**config.mk**
```make
export PLATFORM = sky130hd
export DESIGN_NAME = bucket_filter_top
export DESIGN_NICKNAME = d
export VERILOG_FILES = /design/src/design/bucket_filter_pkg.sv /design/src/design/bucket_ram.sv /design/src/design/remove_queue.sv /design/src/design/update_dispatch.sv /design/src/design/filter_bank.sv /design/src/design/result_select.sv /design/src/design/bucket_filter_top.sv
export SDC_FILE = /design/constraint.sdc
export NUM_CORES = 1
export LEC_CHECK = 0
export ABC_AREA = 1
export BUFFER_PORTS_ARGS = -buffer_cell sky130_fd_sc_hd__buf_2
export CAP_MARGIN = 10
export CORE_ASPECT_RATIO = 0.75
export CORE_UTILIZATION = 50
export DETAILED_ROUTE_END_ITERATION = 10
export PLACE_DENSITY = 0.66
export SLEW_MARGIN = 0
export SYNTH_ARGS = -nofsm -noshare
export SYNTH_HDL_FRONTEND = slang
export SYNTH_SLANG_ARGS = --single-unit
```
**constraint.sdc**
```tcl
create_clock -name clk -period 2.9 [get_ports clk]
set_clock_uncertainty 0.05 [all_clocks]
set_input_delay 0.435 -clock clk [delete_from_list [all_inputs] [get_ports clk]]
set_output_delay 0.435 -clock clk [all_outputs]
set_load 0.1 [all_outputs]
```
**src/design/bucket_filter_pkg.sv**
```systemverilog
// ==============================
// Bucket filter package
// Filter sizes, index and value types, and the state
// of the self-clearing bucket memories
// ==============================

package bucket_filter_pkg;

    // ==============================
    // Sizes
    // ==============================

    // Buckets in the whole filter and the width of each one
    localparam int N_BUCKETS = 16;
    localparam int BITS_PER_BUCKET = 4;

    // Banks are a power of two, picked by the low bits of a bucket index
    localparam int N_BANKS_RADIX = 1;
    localparam int N_BANKS = 1 << N_BANKS_RADIX;
    localparam int N_BANK_BUCKETS = N_BUCKETS >> N_BANKS_RADIX;

    // Pending removes waiting for a free update slot
    localparam int REMOVE_QUEUE_DEPTH = 8;

    // ==============================
    // Types
    // ==============================

    typedef logic [$clog2(N_BUCKETS)-1:0] bucket_idx_t;
    typedef logic [BITS_PER_BUCKET-1:0] bucket_val_t;

    // A global index splits as {bank_bucket_idx_t, bank_idx_t}
    typedef logic [N_BANKS_RADIX-1:0] bank_idx_t;
    typedef logic [$clog2(N_BANK_BUCKETS)-1:0] bank_bucket_idx_t;

    // Memories sweep zeros into every entry before they report ready
    typedef enum logic {RAM_CLEARING, RAM_READY} ram_state_t;

endpackage

```
**src/design/bucket_ram.sv**
```systemverilog
// ==============================
// Bucket memory
// Simple dual-port memory that writes zeros to every entry
// after reset, with registered read address and read data
// ==============================

`timescale 1ns/1ns

module bucket_ram
    import bucket_filter_pkg::*;
#(
    parameter int DATA_BITS = BITS_PER_BUCKET
)
(
    input  logic                 clk,
    input  logic                 reset,
    output logic                 rdy,
    input  logic                 wen,
    input  bank_bucket_idx_t     waddr,
    input  logic [DATA_BITS-1:0] wdata,
    input  bank_bucket_idx_t     raddr,
    output logic [DATA_BITS-1:0] rdata
);

    logic [DATA_BITS-1:0] mem [N_BANK_BUCKETS];
    ram_state_t           state;
    bank_bucket_idx_t     sweep_idx;
    bank_bucket_idx_t     raddr_q;

    // One entry is cleared per cycle, so rdy stays low for N_BANK_BUCKETS cycles
    always_ff @(posedge clk)
    begin
        if (reset)
        begin
            state     <= RAM_CLEARING;
            sweep_idx <= '0;
        end
        else if (state == RAM_CLEARING)
        begin
            sweep_idx <= sweep_idx + 1'b1;
            if (sweep_idx == bank_bucket_idx_t'(N_BANK_BUCKETS - 1))
            begin
                state <= RAM_READY;
            end
        end
    end

    assign rdy = (state == RAM_READY);

    // The sweep owns the write port until the memory is ready
    always_ff @(posedge clk)
    begin
        if (state == RAM_CLEARING)
        begin
            mem[sweep_idx] <= '0;
        end
        else if (wen)
        begin
            mem[waddr] <= wdata;
        end
    end

    // Two-cycle read; a write on the same edge as the data register is not seen
    always_ff @(posedge clk)
    begin
        raddr_q <= raddr;
        rdata   <= mem[raddr_q];
    end

endmodule

```
**src/design/remove_queue.sv**
```systemverilog
// ==============================
// Remove queue
// Circular FIFO holding remove requests until an update
// slot in the target bank is free
// ==============================

`timescale 1ns/1ns

module remove_queue
    import bucket_filter_pkg::*;
(
    input  logic        clk,
    input  logic        reset,
    input  logic        enq_en,
    input  bucket_idx_t enq_idx,
    input  bucket_val_t enq_mask,
    output logic        not_full,
    output logic        not_empty,
    output bucket_idx_t first_idx,
    output bucket_val_t first_mask,
    input  logic        deq_en
);

    typedef logic [$clog2(REMOVE_QUEUE_DEPTH)-1:0] ptr_t;
    typedef logic [$clog2(REMOVE_QUEUE_DEPTH+1)-1:0] count_t;

    bucket_idx_t idx_mem  [REMOVE_QUEUE_DEPTH];
    bucket_val_t mask_mem [REMOVE_QUEUE_DEPTH];
    ptr_t        wr_ptr;
    ptr_t        rd_ptr;
    count_t      count;
    logic        do_enq;
    logic        do_deq;

    assign not_full  = (count != count_t'(REMOVE_QUEUE_DEPTH));
    assign not_empty = (count != '0);
    assign do_enq    = enq_en && not_full;
    assign do_deq    = deq_en && not_empty;

    // Oldest entry is always on display
    assign first_idx  = idx_mem[rd_ptr];
    assign first_mask = mask_mem[rd_ptr];

    always_ff @(posedge clk)
    begin
        if (do_enq)
        begin
            idx_mem[wr_ptr]  <= enq_idx;
            mask_mem[wr_ptr] <= enq_mask;
        end
    end

    // Depth is a power of two, so the pointers wrap on their own
    always_ff @(posedge clk)
    begin
        if (reset)
        begin
            wr_ptr <= '0;
            rd_ptr <= '0;
            count  <= '0;
        end
        else
        begin
            if (do_enq)
            begin
                wr_ptr <= wr_ptr + 1'b1;
            end
            if (do_deq)
            begin
                rd_ptr <= rd_ptr + 1'b1;
            end
            // Simultaneous enqueue and dequeue leave the count alone
            if (do_enq && !do_deq)
            begin
                count <= count + 1'b1;
            end
            else if (do_deq && !do_enq)
            begin
                count <= count - 1'b1;
            end
        end
    end

endmodule

```
**src/design/update_dispatch.sv**
```systemverilog
// ==============================
// Update dispatcher
// Queues removes, lets inserts win their bank, and routes
// updates and lookups to the banks by the low index bit
// ==============================

`timescale 1ns/1ns

module update_dispatch
    import bucket_filter_pkg::*;
(
    input  logic               clk,
    input  logic               reset,
    input  logic               insert_en,
    input  logic               remove_en,
    input  bucket_idx_t        insert_idx,
    input  bucket_idx_t        remove_idx,
    input  bucket_val_t        insert_mask,
    input  bucket_val_t        remove_mask,
    output logic               remove_not_full,
    input  bucket_idx_t        test_value_req,
    input  bucket_idx_t        test_iszero_req,
    output logic [N_BANKS-1:0] bank_insert_en,
    output logic [N_BANKS-1:0] bank_remove_en,
    output bank_bucket_idx_t   bank_insert_idx,
    output bank_bucket_idx_t   bank_remove_idx,
    output bucket_val_t        bank_insert_mask,
    output bucket_val_t        bank_remove_mask,
    output bank_bucket_idx_t   bank_value_idx,
    output bank_bucket_idx_t   bank_iszero_idx,
    output bank_idx_t          value_bank,
    output bank_idx_t          iszero_bank
);

    bucket_idx_t first_idx;
    bucket_val_t first_mask;
    bank_idx_t   insert_bank;
    bank_idx_t   remove_bank;
    logic        remove_pending;
    logic        process_remove;

    remove_queue u_remove_queue
    (
        .clk        (clk),
        .reset      (reset),
        .enq_en     (remove_en),
        .enq_idx    (remove_idx),
        .enq_mask   (remove_mask),
        .not_full   (remove_not_full),
        .not_empty  (remove_pending),
        .first_idx  (first_idx),
        .first_mask (first_mask),
        .deq_en     (process_remove)
    );

    // Bank number is the low part of the index
    assign insert_bank = bank_idx_t'(insert_idx);
    assign remove_bank = bank_idx_t'(first_idx);
    assign value_bank  = bank_idx_t'(test_value_req);
    assign iszero_bank = bank_idx_t'(test_iszero_req);

    // Local index is what is left after the bank bits
    assign bank_insert_idx = bank_bucket_idx_t'(insert_idx >> N_BANKS_RADIX);
    assign bank_remove_idx = bank_bucket_idx_t'(first_idx >> N_BANKS_RADIX);
    assign bank_value_idx  = bank_bucket_idx_t'(test_value_req >> N_BANKS_RADIX);
    assign bank_iszero_idx = bank_bucket_idx_t'(test_iszero_req >> N_BANKS_RADIX);

    assign bank_insert_mask = insert_mask;
    assign bank_remove_mask = first_mask;

    // Oldest remove goes whenever its bank has no insert this cycle
    assign process_remove = remove_pending && !(insert_en && (insert_bank == remove_bank));

    always_comb
    begin
        for (int b = 0; b < N_BANKS; b++)
        begin
            bank_insert_en[b] = insert_en && (insert_bank == bank_idx_t'(b));
            bank_remove_en[b] = process_remove && (remove_bank == bank_idx_t'(b));
        end
    end

endmodule

```
**src/design/filter_bank.sv**
```systemverilog
// ==============================
// Filter bank
// Read-modify-write update pipeline over one slice of the
// buckets, with bypassed value and is-zero lookup ports
// ==============================

`timescale 1ns/1ns

module filter_bank
    import bucket_filter_pkg::*;
(
    input  logic             clk,
    input  logic             reset,
    output logic             rdy,
    input  logic             insert_en,
    input  logic             remove_en,
    input  bank_bucket_idx_t insert_idx,
    input  bank_bucket_idx_t remove_idx,
    input  bucket_val_t      insert_mask,
    input  bucket_val_t      remove_mask,
    input  bank_bucket_idx_t value_idx,
    input  bank_bucket_idx_t iszero_idx,
    output bucket_val_t      value,
    output logic             iszero
);

    // ==============================
    // Update pipeline
    // ==============================

    // Stage 0 is the incoming request, stage 1 waits on the read address,
    // stage 2 has the memory data and writes on the following edge
    logic             upd_en  [0:2];
    bank_bucket_idx_t upd_idx [0:2];
    bucket_val_t      upd_set [0:2];
    bucket_val_t      upd_clr [0:2];
    bucket_val_t      upd_rd_val;
    bucket_val_t      merge_set;
    bucket_val_t      merge_clr;
    logic             wr_en;
    bank_bucket_idx_t wr_idx;
    bucket_val_t      wr_val;
    logic             wr_nonzero;

    // The dispatcher never raises both enables for different buckets
    always_comb
    begin
        upd_en[0]  = insert_en || remove_en;
        upd_idx[0] = insert_en ? insert_idx : remove_idx;
        upd_set[0] = insert_en ? insert_mask : '0;
        upd_clr[0] = remove_en ? remove_mask : '0;
    end

    // The update one stage ahead writes on the same edge our memory read
    // lands, so its masks are folded in here. Removes are applied before
    // inserts, which is why a remove may not closely follow an insert
    always_comb
    begin
        merge_set = upd_set[1];
        merge_clr = upd_clr[1];
        if (upd_en[2] && (upd_idx[2] == upd_idx[1]))
        begin
            merge_set = merge_set | upd_set[2];
            merge_clr = merge_clr | upd_clr[2];
        end
    end

    always_ff @(posedge clk)
    begin
        if (reset)
        begin
            upd_en[1] <= 1'b0;
            upd_en[2] <= 1'b0;
        end
        else
        begin
            upd_en[1] <= upd_en[0];
            upd_en[2] <= upd_en[1];
        end
        upd_idx[1] <= upd_idx[0];
        upd_idx[2] <= upd_idx[1];
        upd_set[1] <= upd_set[0];
        upd_clr[1] <= upd_clr[0];
        upd_set[2] <= merge_set;
        upd_clr[2] <= merge_clr;
    end

    // The same write goes to all three memories
    assign wr_en      = upd_en[2];
    assign wr_idx     = upd_idx[2];
    assign wr_val     = (upd_rd_val & ~upd_clr[2]) | upd_set[2];
    assign wr_nonzero = |wr_val;

    // This memory clears at the same rate as the others, so it speaks for all
    bucket_ram #(.DATA_BITS(BITS_PER_BUCKET)) u_mem_upd
    (
        .clk   (clk),
        .reset (reset),
        .rdy   (rdy),
        .wen   (wr_en),
        .waddr (wr_idx),
        .wdata (wr_val),
        .raddr (upd_idx[0]),
        .rdata (upd_rd_val)
    );

    // ==============================
    // Lookup ports
    // ==============================

    // A lookup's memory read misses only the write landing on the same edge,
    // so one bypass register catches it. Later updates stay invisible
    bank_bucket_idx_t val_idx_q;
    logic             val_byp_en;
    bucket_val_t      val_byp;
    bucket_val_t      val_rd;
    bank_bucket_idx_t iz_idx_q;
    logic             iz_byp_en;
    logic             iz_byp;
    logic             iz_rd;

    always_ff @(posedge clk)
    begin
        val_idx_q <= value_idx;
        iz_idx_q  <= iszero_idx;
        val_byp   <= wr_val;
        iz_byp    <= wr_nonzero;
        if (reset)
        begin
            val_byp_en <= 1'b0;
            iz_byp_en  <= 1'b0;
        end
        else
        begin
            val_byp_en <= wr_en && (wr_idx == val_idx_q);
            iz_byp_en  <= wr_en && (wr_idx == iz_idx_q);
        end
    end

    bucket_ram #(.DATA_BITS(BITS_PER_BUCKET)) u_mem_value
    (
        .clk   (clk),
        .reset (reset),
        .rdy   (),
        .wen   (wr_en),
        .waddr (wr_idx),
        .wdata (wr_val),
        .raddr (value_idx),
        .rdata (val_rd)
    );

    // Stores whether the bucket holds any set bit
    bucket_ram #(.DATA_BITS(1)) u_mem_zero
    (
        .clk   (clk),
        .reset (reset),
        .rdy   (),
        .wen   (wr_en),
        .waddr (wr_idx),
        .wdata (wr_nonzero),
        .raddr (iszero_idx),
        .rdata (iz_rd)
    );

    assign value  = val_byp_en ? val_byp : val_rd;
    assign iszero = ~(iz_byp_en ? iz_byp : iz_rd);

endmodule

```
**src/design/result_select.sv**
```systemverilog
// ==============================
// Result selector
// Follows each lookup's bank down the read pipeline and
// registers that bank's answer onto the outputs
// ==============================

`timescale 1ns/1ns

module result_select
    import bucket_filter_pkg::*;
(
    input  logic                      clk,
    input  bank_idx_t                 value_bank,
    input  bank_idx_t                 iszero_bank,
    input  bucket_val_t [N_BANKS-1:0] bank_value,
    input  logic        [N_BANKS-1:0] bank_iszero,
    output bucket_val_t               test_value,
    output logic                      test_iszero
);

    bank_idx_t value_bank_d1;
    bank_idx_t value_bank_d2;
    bank_idx_t iszero_bank_d1;
    bank_idx_t iszero_bank_d2;

    // Two delays match the two-cycle memory read inside each bank
    always_ff @(posedge clk)
    begin
        value_bank_d1  <= value_bank;
        value_bank_d2  <= value_bank_d1;
        iszero_bank_d1 <= iszero_bank;
        iszero_bank_d2 <= iszero_bank_d1;
    end

    // Third cycle of lookup latency
    always_ff @(posedge clk)
    begin
        test_value  <= bank_value[value_bank_d2];
        test_iszero <= bank_iszero[iszero_bank_d2];
    end

endmodule

```
**src/design/bucket_filter_top.sv**
```systemverilog
// ==============================
// Banked bucket filter
// Dispatcher, array of filter banks and result selector.
// Lookups return three cycles after they are sampled
// ==============================

`timescale 1ns/1ns

module bucket_filter_top
    import bucket_filter_pkg::*;
(
    input  logic        clk,
    input  logic        reset,
    output logic        rdy,
    input  bucket_idx_t test_value_req,
    input  bucket_idx_t test_iszero_req,
    input  logic        insert_en,
    input  bucket_idx_t insert_idx,
    input  bucket_val_t insert_mask,
    input  logic        remove_en,
    input  bucket_idx_t remove_idx,
    input  bucket_val_t remove_mask,
    output logic        remove_not_full,
    output bucket_val_t test_value,
    output logic        test_iszero
);

    logic        [N_BANKS-1:0] bank_insert_en;
    logic        [N_BANKS-1:0] bank_remove_en;
    logic        [N_BANKS-1:0] bank_rdy;
    bucket_val_t [N_BANKS-1:0] bank_value;
    logic        [N_BANKS-1:0] bank_iszero;
    bank_bucket_idx_t          bank_insert_idx;
    bank_bucket_idx_t          bank_remove_idx;
    bucket_val_t               bank_insert_mask;
    bucket_val_t               bank_remove_mask;
    bank_bucket_idx_t          bank_value_idx;
    bank_bucket_idx_t          bank_iszero_idx;
    bank_idx_t                 value_bank;
    bank_idx_t                 iszero_bank;

    update_dispatch u_dispatch
    (
        .clk              (clk),
        .reset            (reset),
        .insert_en        (insert_en),
        .remove_en        (remove_en),
        .insert_idx       (insert_idx),
        .remove_idx       (remove_idx),
        .insert_mask      (insert_mask),
        .remove_mask      (remove_mask),
        .remove_not_full  (remove_not_full),
        .test_value_req   (test_value_req),
        .test_iszero_req  (test_iszero_req),
        .bank_insert_en   (bank_insert_en),
        .bank_remove_en   (bank_remove_en),
        .bank_insert_idx  (bank_insert_idx),
        .bank_remove_idx  (bank_remove_idx),
        .bank_insert_mask (bank_insert_mask),
        .bank_remove_mask (bank_remove_mask),
        .bank_value_idx   (bank_value_idx),
        .bank_iszero_idx  (bank_iszero_idx),
        .value_bank       (value_bank),
        .iszero_bank      (iszero_bank)
    );

    // Every bank sees the same indexes and masks, only its enables differ
    for (genvar b = 0; b < N_BANKS; b++)
    begin : g_bank
        filter_bank u_bank
        (
            .clk         (clk),
            .reset       (reset),
            .rdy         (bank_rdy[b]),
            .insert_en   (bank_insert_en[b]),
            .remove_en   (bank_remove_en[b]),
            .insert_idx  (bank_insert_idx),
            .remove_idx  (bank_remove_idx),
            .insert_mask (bank_insert_mask),
            .remove_mask (bank_remove_mask),
            .value_idx   (bank_value_idx),
            .iszero_idx  (bank_iszero_idx),
            .value       (bank_value[b]),
            .iszero      (bank_iszero[b])
        );
    end

    // All banks clear in lockstep
    assign rdy = bank_rdy[0];

    result_select u_select
    (
        .clk         (clk),
        .value_bank  (value_bank),
        .iszero_bank (iszero_bank),
        .bank_value  (bank_value),
        .bank_iszero (bank_iszero),
        .test_value  (test_value),
        .test_iszero (test_iszero)
    );

endmodule

```
==> reports/results.tsv, run 1 <==
metric	value	unit
status	completed	
fillers	2104	
wl_per_cell	16.55	µm
ys_seq_elements	340	
top_usage_layer	met2	
hp-class	in -> reg	
grt_max_degree	34	
design.core.area	25270	µm²
fp.dieW	188.6	µm
row_count	50	
final_hold_viol_count	0	
drt_iter0_markers	689	
grt_use_met3	3.550	%
cts-root-buf	clkbuf_16	
met1_usage	30.94	%
crit_type	reg -> reg	
pin_count	35	
gp_congestion	0.8355	
wl	27040	µm
clock-sinks	340	
worstSkewPairLatency	0.57	ns
r2r-end	u_dispatch.u_remove_queue.count[3]	
grt_use_total	20.67	%
rrSetupSlack	0.36	ns
required	3.32	ns
cts-htree-levels	1	
reg2reg_depth	18	
setup_violations	0	
drcViolationCount	0	
endpoint_kind	register	
holdPathStages	3	
drv_slew	0	
dieArea	26780	µm²
crit_path_max_fanout	9	
worst_slack	0.3605	ns
syn_nets	1264	
portBuffers	34	
grt_first_pass_wirelength	43530	µm
post_dp_cell_area	13610	µm²
syn_inst	1218	
fmax	0.3938	GHz
drive_gt1_share	10.11	%
avgSynthCellArea	10.72	µm²
postCtsSetupBuffers	0	
initial_core_util	51.68	%
slew_headroom	43.01	%
synthFlopType	edfxtp_1	
clk_pin_slew	0.06	ns
pre_cts_ws	0.2914	ns
area_delta_synth_final	13.13	%
netlist_area	13060	µm²
multi_input_area	3575	µm²
synth_warnings	0	
critPathArrivalTime	2.96	ns
min_to	g_bank[0].u_bank.upd_idx[4]	
met2_usage	31.25	%
dp_hpwl	18050	µm
layout.nets	1317	
via_per_inst	5.292	
dr_total_vias	8647	
power.leakage	5.775	nW
die_y	142.0	µm
seqCellArea	8890	µm²
rsz0062_at_grt	false	
async_flop_share	0	%
fin_crit_sh	87.57	%
hp-start	insert_idx[2]	
start_kind	register	
antenna_cells	0	
synth_edf_count	208	
ant_nets	0	
antenna_found_initial	1	
power.density	875.2	nW/µm²
firstDrtPassIters	7	
finalInstanceArea	14780	µm²
min_period	2.540	ns
ir_drop	620.6	µV
clock_path_buffers	3	
ys_seq_area_share	68.05	%
grt_pass1_vias	8271	
totalPowerFinal	12.93	mW
tns	0	ns
cts_made_buffers	31	
tightest_slew	0.8517	ns
drv_cap	0	
yosysUniqueCellTypes	37	
overflow	0	
cts_tree	built	
[cells in the final DEF, fill, tap and decap left out, types with 2 or more instances in the layout]
cell type / netlist / routed
inv_2: 2 / 2
and2_1: 2 / 2
nand4_1: 3 / 3
o21ai_0: 154 / 154
nand3_1: 12 / 11
a2111oi_0: 3 / 3
inv_1: 109 / 110
buf_4: 3 / 18
clkbuf_1: 15 / 5
buf_2: 20 / 34
a21oi_1: 36 / 36
nor2_1: 308 / 308
ha_1: 17 / 17
edfxtp_1: 208 / 208
nand2_2: 6 / 6
nand2_1: 72 / 72
xor2_1: 7 / 7
xnor2_1: 2 / 2
o221ai_1: 7 / 7
o21ai_1: 6 / 6
o21bai_1: 16 / 16
o22ai_1: 34 / 34
clkbuf_2: 1 / 2
dfxtp_1: 132 / 131
mux2i_1: 2 / 2
or2_2: 12 / 12
clkbuf_16: 0 / 37
clkinv_2: 0 / 6
clkbuf_8: 0 / 4
dlygate4sd3_1: 0 / 8
nand3_2: 2 / 3
a31oi_1: 18 / 18
[report_power, final]
part	switching, mW	internal (mW)	total, mW	leakage [nW]
Clock	1.75	2.49	4.24	0.551
Sequential	0.409	5.70	6.11	3.01
Combinational	1.77	0.818	2.58	2.22
Total	3.93	9.00	12.9	5.78
[per-layer routing]
layer / share of wire, % / wire length, µm / up-vias
li1: - / - / 4269
met1: 49 / 13190 / 4090
met2: 43 / 11580 / 242
met3: 6.3 / 1708 / 44
met4: 2.0 / 549 / 2
met5: 0.041 / 11 / -
[through the flow]
stage / std cells / hold WS, ns / util (%)
after global placement: 1568 / 0.2617 / 53.84
after CTS: 1634 / 0.04174 / 58.47
after floorplan: 1218 / 0.2596 / -
after global routing: 1634 / 0.05703 / 58.47
after detailed placement: 1568 / 0.2773 / 53.84
final: 1634 / 0.06443 / 58.47
[sequential cells by signal, indices dropped and copies added, names as in the netlist, 3 cells and up, named ones only]
signal                               cells
g_bank.u_bank.u_mem_upd.mem             64
g_bank.u_bank.u_mem_value.mem           64
u_dispatch.u_remove_queue.idx_mem       32
u_dispatch.u_remove_queue.mask_mem      32
g_bank.u_bank.u_mem_zero.mem            16
g_bank.u_bank.upd_clr                   16
g_bank.u_bank.upd_set                   16
g_bank.u_bank.u_mem_upd.rdata            8
g_bank.u_bank.u_mem_value.rdata          8
g_bank.u_bank.val_byp                    8
g_bank.u_bank.u_mem_upd.sweep_idx        6
g_bank.u_bank.u_mem_value.sweep_idx      6
g_bank.u_bank.u_mem_zero.sweep_idx       6
g_bank.u_bank.upd_idx                    6
g_bank.u_bank.wr_idx                     6
u_dispatch.u_remove_queue.count          4
u_select.test_value                      4
g_bank.u_bank.iz_idx_q                   3
g_bank.u_bank.val_idx_q                  3
u_dispatch.u_remove_queue.rd_ptr         3
u_dispatch.u_remove_queue.wr_ptr         3
[cells by family after synthesis]
group,after synthesis,share of synthesized area (%)
buf+inv,151,4.626
flops,340,68.05
simple gates,419,12.82
xor+xnor,9,0.6035
fa+ha+maj,18,1.782
compound gates,278,11.89
mux,3,0.2395
[how the worst max path moves through the flow]
stage,to,cells after the start,from
floorplan,u_dispatch.u_remove_queue.count[3],15,u_dispatch.u_remove_queue.count[0]
global placement,u_dispatch.u_remove_queue.count[3],19,register
detailed placement,u_dispatch.u_remove_queue.count[3],19,register
CTS,u_dispatch.u_remove_queue.count[3],19,register
global route,u_dispatch.u_remove_queue.count[3],18,register
finish,u_dispatch.u_remove_queue.count[3],18,register
[cells in the mapped netlist, types with 3 or more instances]
cell type / instances / area (µm²)
a2111oi_0: 3 / 26.28
a21oi_1: 36 / 180.2
a31oi_1: 18 / 112.6
buf_2: 20 / 100.1
buf_4: 3 / 22.52
clkbuf_1: 15 / 56.30
dfxtp_1: 132 / 2643
edfxtp_1: 208 / 6246
ha_1: 17 / 212.7
inv_1: 109 / 409.1
nand2_1: 72 / 270.3
nand2_2: 6 / 37.54
nand3_1: 12 / 60.06
nand4_1: 3 / 18.77
nor2_1: 308 / 1156
o21ai_0: 154 / 770.7
o21ai_1: 6 / 30.03
o21bai_1: 16 / 120.1
o221ai_1: 7 / 61.31
o22ai_1: 34 / 212.7
or2_2: 12 / 75.07
xor2_1: 7 / 61.31
[worst max-delay path: stages (launching register included)]
cell and delay [ns]:
dfxtp_1 0.46, inv_2 0.07, nand3_1 0.11, nand3_2 0.11, nand2_2 0.12, nand2_2 0.07
nand3_4 0.10, nand2_1 0.08, ha_1 0.22, inv_1 0.13, ha_1 0.24, nand2_1 0.06
nand2_1 0.05, a21oi_1 0.16, nor2_1 0.06, nor2_1 0.08, nand2_1 0.07, o21ai_0 0.14
a21oi_1 0.05
[repair_timing]
item,4_1_cts,5_1_grt
setup endpoints to repair,0,1
hold buffers,8,0
hold endpoints to repair,8,0
gates resized for setup,0,1
[final cells by class]
| type | instances | share of cell area (%) |
|---|---|---|
| clock buffer | 48 | 6.833 |
| clock inverter | 10 | 0.5334 |
| inverter | 111 | 2.819 |
| multi-input combinational | 727 | 24.19 |
| sequential | 340 | 60.16 |
| tap | 338 | 2.862 |
| timing repair buffer | 60 | 2.608 |
(Power assumes the default switching activity.)
==> run 2, diff against run 1 <==
Settings changed: BUFFER_PORTS_ARGS -buffer_cell sky130_fd_sc_hd__buf_2 to unset, DONT_BUFFER_PORTS set to 1, PLACE_DENSITY 0.66 to unset, SETUP_SLACK_MARGIN set to 0.1.
==> run 2 against run 1 <==
Wire length increased by 2.5%. Die area stayed put. Count of clock-buffer cells in the layout shrank 1. Clock power fell by 6.1%. Final cell count decreased by 0.98%. Critical path depth increased by 1. Sequential share of layout area increased by 0.36 points. Non-clock buffer count down 15. Core utilization shrank 0.35 points. Register-to-register slack barely moved. Maximum frequency rose by 0.49%. Critical path type unchanged.
==> reports/results.tsv, run 2 (synthesized netlist as in run 1, its figures left out) <==
metric	value	unit
status	completed	
dp_cells	1537	
fmax	0.3957	GHz
pin_count	35	
row_count	50	
grt_use_total	21.19	%
cts_made_buffers	31	
final_common_cell	nor2_1	
initial_core_util	51.68	%
worstSkewPairLatency	0.56	ns
layout.cells.non_filler	1618	
drcViolationCount	0	
largest_registers	g_bank.u_bank.u_mem_upd.mem (64), g_bank.u_bank.u_mem_value.mem (64)	
grt_pass1_vias	7974	
overflow	0	
required	3.31	ns
firstDrtPassIters	5	
drt_iter0_markers	786	
grt_max_degree	34	
drv_cap	0	
drv_slew	0	
critPathArrivalTime	2.93	ns
setup_violations	0	
clk_pin_slew	0.06	ns
rsz0062_at_grt	false	
final_cell_mix	nor2_1, edfxtp_1, o21ai_0	
tns	0	ns
design.core.area	25270	µm²
start_kind	register	
crit_type	reg -> reg	
slew_headroom	32.77	%
ant_nets	0	
hp-class	in -> reg	
cts-root-buf	clkbuf_16	
endpoint_kind	register	
final_hold_viol_count	0	
dp_hpwl	18410	µm
dr_total_vias	8621	
grt_first_pass_wirelength	43960	µm
die_y	142.0	µm
clock-sinks	340	
via_per_inst	5.328	
min_period	2.527	ns
area_delta_synth_final	12.46	%
ir_drop	586.0	µV
cts-htree-levels	1	
layout.nets	1302	
wl_per_cell	17.13	µm
clock_path_buffers	3	
drive_gt1_share	7.344	%
hold_slack	0.02971	ns
worst_slack	0.3729	ns
portBuffers	0	
rrSetupSlack	0.37	ns
fp.dieW	188.6	µm
wl	27720	µm
power.density	863.6	nW/µm²
antenna_cells	0	
antenna_found_initial	0	
pre_cts_ws	0.3176	ns
tightest_slew	1.005	ns
dieArea	26780	µm²
gp_congestion	0.7807	
fin_crit_sh	87.14	%
crit_path_max_fanout	9	
power.leakage	5.665	nW
cts_tree	built	
==> run 2: cell count changes in the layout (fill, tap and decap cells not counted), sizes merged <==
cell	previous run	this run
buf	52	21
clkbuf	48	47
clkinv	6	9
dlygate4sd3	8	24
inv	114	111
==> run 2: timing repair <==
item,CTS,global route
endpoints found under the hold margin,98,0
hold buffers,24,0
setup buffers,0,0
gates resized for setup,0,1
setup endpoints to repair,0,1
==> run 2: worst paths after layout <==
path,end,depth (start not counted),start
hold reg to reg,u_select.value_bank_d2,0,u_select.value_bank_d1
setup reg to reg,u_dispatch.u_remove_queue.count[3],19,register
hold / removal,g_bank[0].u_bank.upd_idx[5],2,insert_idx[3]
setup / recovery,u_dispatch.u_remove_queue.count[3],19,register
==> run 2: metal layers <==
layer,wire [µm],part of all wire [%],track usage (%),vias up
li1,-,-,-,4239
met1,13930,50,33.04,4118
met2,11830,43,30.84,232
met3,1509,5.4,3.723,32
met4,457,1.6,4.542,0
met5,0,0,0,-
==> run 2: report_power, final <==
group          internal [mW]  switching (mW)  leakage [nW]  total, mW
Sequential              5.70           0.485          3.01       6.18
Clock                   2.26            1.72         0.493       3.98
Combinational          0.815            1.71          2.16       2.52
==> run 2: layout make-up <==
type | count | area, µm²
multi-input cells | 727 | 3575
clock inverters | 10 | 71.32
repair buffers | 45 | 397.9
fillers | 2163 | 10580
well taps | 338 | 422.9
inverters | 111 | 416.7
clock buffers | 47 | 917.1
flip-flops and latches | 340 | 8890
==> run 2: critical path: stages, from the launching register on <==
cell and delay, ns:
dfxtp_2 0.37, buf_4 0.16, nand2_1 0.06, nand3_1 0.09, nand3_2 0.09, nand2_2 0.13
nand2_2 0.07, nand3_4 0.10, nand2_1 0.08, ha_1 0.22, inv_1 0.11, ha_1 0.24
nand2_1 0.06, nand2_1 0.05, a21oi_1 0.16, nor2_1 0.06, nor2_1 0.08, nand2_1 0.07
o21ai_0 0.14, a21oi_1 0.05
==> run 2: metrics by stage <==
stage	area [µm²]	util, %	power (mW)
after detailed placement	13460	53.26	8.740
final	14690	58.12	12.69
after global placement	13460	53.26	8.712
after CTS	14690	58.12	12.75
after floorplan	13070	-	7.930
after global routing	14690	58.12	13.33
==> run 3, diff against run 2 <==
--- a/config.mk
+++ b/config.mk
@@ -13,2 +13,3 @@
 export DONT_BUFFER_PORTS = 1
+export PLACE_DENSITY_LB_ADDON = 0.05
 export SETUP_SLACK_MARGIN = 0.1
--- a/constraint.sdc
+++ b/constraint.sdc
@@ -4,2 +4,2 @@
 set_output_delay 0.435 -clock clk [all_outputs]
-set_load 0.1 [all_outputs]
+set_load 0.02 [all_outputs]
==> run 3 against run 2 <==
Via count down 2.3%. Sequential power down 1%. Register-to-register slack worse by 0.05 ns. Hold slack worse by 0.0074 ns. Largest cell class unchanged.
==> reports/results.tsv, run 3 (synthesized netlist as in run 1, its figures left out) <==
metric	value	unit
area_delta_synth_final	12.78	%
layout.nets	1299	
grt_first_pass_wirelength	43790	µm
cts_tree	built	
drcViolationCount	0	
wl_per_cell	16.99	µm
dp_hpwl	18470	µm
final_cell_mix	nor2_1, edfxtp_1, o21ai_0	
overflow	0	
largest_registers	g_bank.u_bank.u_mem_upd.mem (64), g_bank.u_bank.u_mem_value.mem (64)	
seqCellArea	8892	µm²
fp.dieW	188.6	µm
design.core.area	25270	µm²
rsz0062_at_grt	false	
crit_type	reg -> reg	
grt_pass1_vias	7825	
post-route-util	58.29	%
ant_nets	0	
via_per_inst	5.208	
hp-class	in -> reg	
drv_cap	0	
antenna_found_initial	1	
clock_path_buffers	3	
power.density	865.8	nW/µm²
row_count	50	
drv_slew	0	
portBuffers	0	
fmax	0.3882	GHz
grt_max_degree	34	
multi_input_area	3576	µm²
tns	0	ns
slew_headroom	35.05	%
critPathArrivalTime	2.97	ns
cts-htree-levels	1	
initial_core_util	51.68	%
worstSkewPairLatency	0.56	ns
setup_violations	0	
pin_count	35	
endpoint_kind	register	
min_period	2.576	ns
wl	27480	µm
hp-start	reset	
grt_use_total	20.98	%
die_y	142.0	µm
status	completed	
fin_crit_sh	88.83	%
clk_pin_slew	0.07	ns
firstDrtPassIters	5	
crit_path_max_fanout	9	
drt_iter0_markers	832	
ir_drop	529.1	µV
dieArea	26780	µm²
final_hold_viol_count	0	
cts_made_buffers	31	
final_common_cell	nor2_1	
dr_total_vias	8422	
clock-sinks	340	
tightest_slew	0.9710	ns
power.leakage	5.681	nW
drive_gt1_share	8.059	%
gp_congestion	0.8161	
fillers	2158	
required	3.29	ns
cts-root-buf	clkbuf_16	
start_kind	register	
-- run 3: power by group --
group	internal (mW)	switching, mW
clock	2.34	1.78
sequential	5.70	0.418
combinational	0.825	1.69
-- run 3: path summary, 6_finish.rpt --
| kind | end | slack [ns] | depth (start not counted) |
|---|---|---|---|
| setup / recovery | u_dispatch.u_remove_queue.count[3] | 0.32 | 19 |
| hold / removal | g_bank[0].u_bank.iz_byp_en | 0.02 | 3 |
| setup reg to reg | u_dispatch.u_remove_queue.count[3] | 0.32 | 19 |
| hold reg to reg | u_select.iszero_bank_d2 | 0.28 | 0 |
-- run 3: final cells by class --
cell class                      count  share of cell area (%)
Sequential cell                   340                   60.36
Multi-Input combinational cell    727                   24.27
Clock buffer                       38                   5.937
Tap cell                          338                   2.871
Inverter                          111                   2.845
Timing Repair Buffer               42                   2.514
Clock inverter                     20                   1.181
Antenna cell                        1                 0.01699
-- run 3: stage by stage --
step	setup WS, ns	hold WS (ns)	power (mW)	std cells	instance area, µm²
final	0.3240	0.02227	12.75	1617	14730
after global routing	0.05763	0.01606	13.42	1617	14730
after CTS	0.2299	0.001808	12.79	1616	14720
after detailed placement	0.2624	0.2632	8.641	1536	13450
after global placement	0.3126	0.2646	8.628	1536	13450
after floorplan	0.6146	0.2596	7.838	1218	13060
-- run 3: critical path, stage by stage, from the launching register on --
cell	delay [ns]
dfxtp_4	0.37
buf_4	0.16
nand2_1	0.06
nand3_1	0.08
nand3_2	0.10
nand2_2	0.09
nand2_2	0.09
nand3_4	0.11
nand2_1	0.10
ha_2	0.21
inv_2	0.06
ha_1	0.28
nand2_1	0.07
nand2_1	0.06
a21oi_2	0.15
nor2_1	0.06
nor2_1	0.08
nand2_1	0.06
o21ai_0	0.17
a21oi_1	0.07
-- run 3: layer usage --
metal  track usage [%]  part of all wire, %  vias up
li1                  -                    -     4229
met1             33.27                   50     3943
met2             30.15                   42      210
met3             3.230                  6.0       40
met4             4.626                  1.8        0
met5                 0                    0        -
-- run 3: what timing repair did --
item,4_1_cts,5_1_grt
setup buffers,0,0
hold endpoints to repair,96,0
gates resized for setup,0,6
hold buffers,22,0
endpoints found under the setup margin,0,1
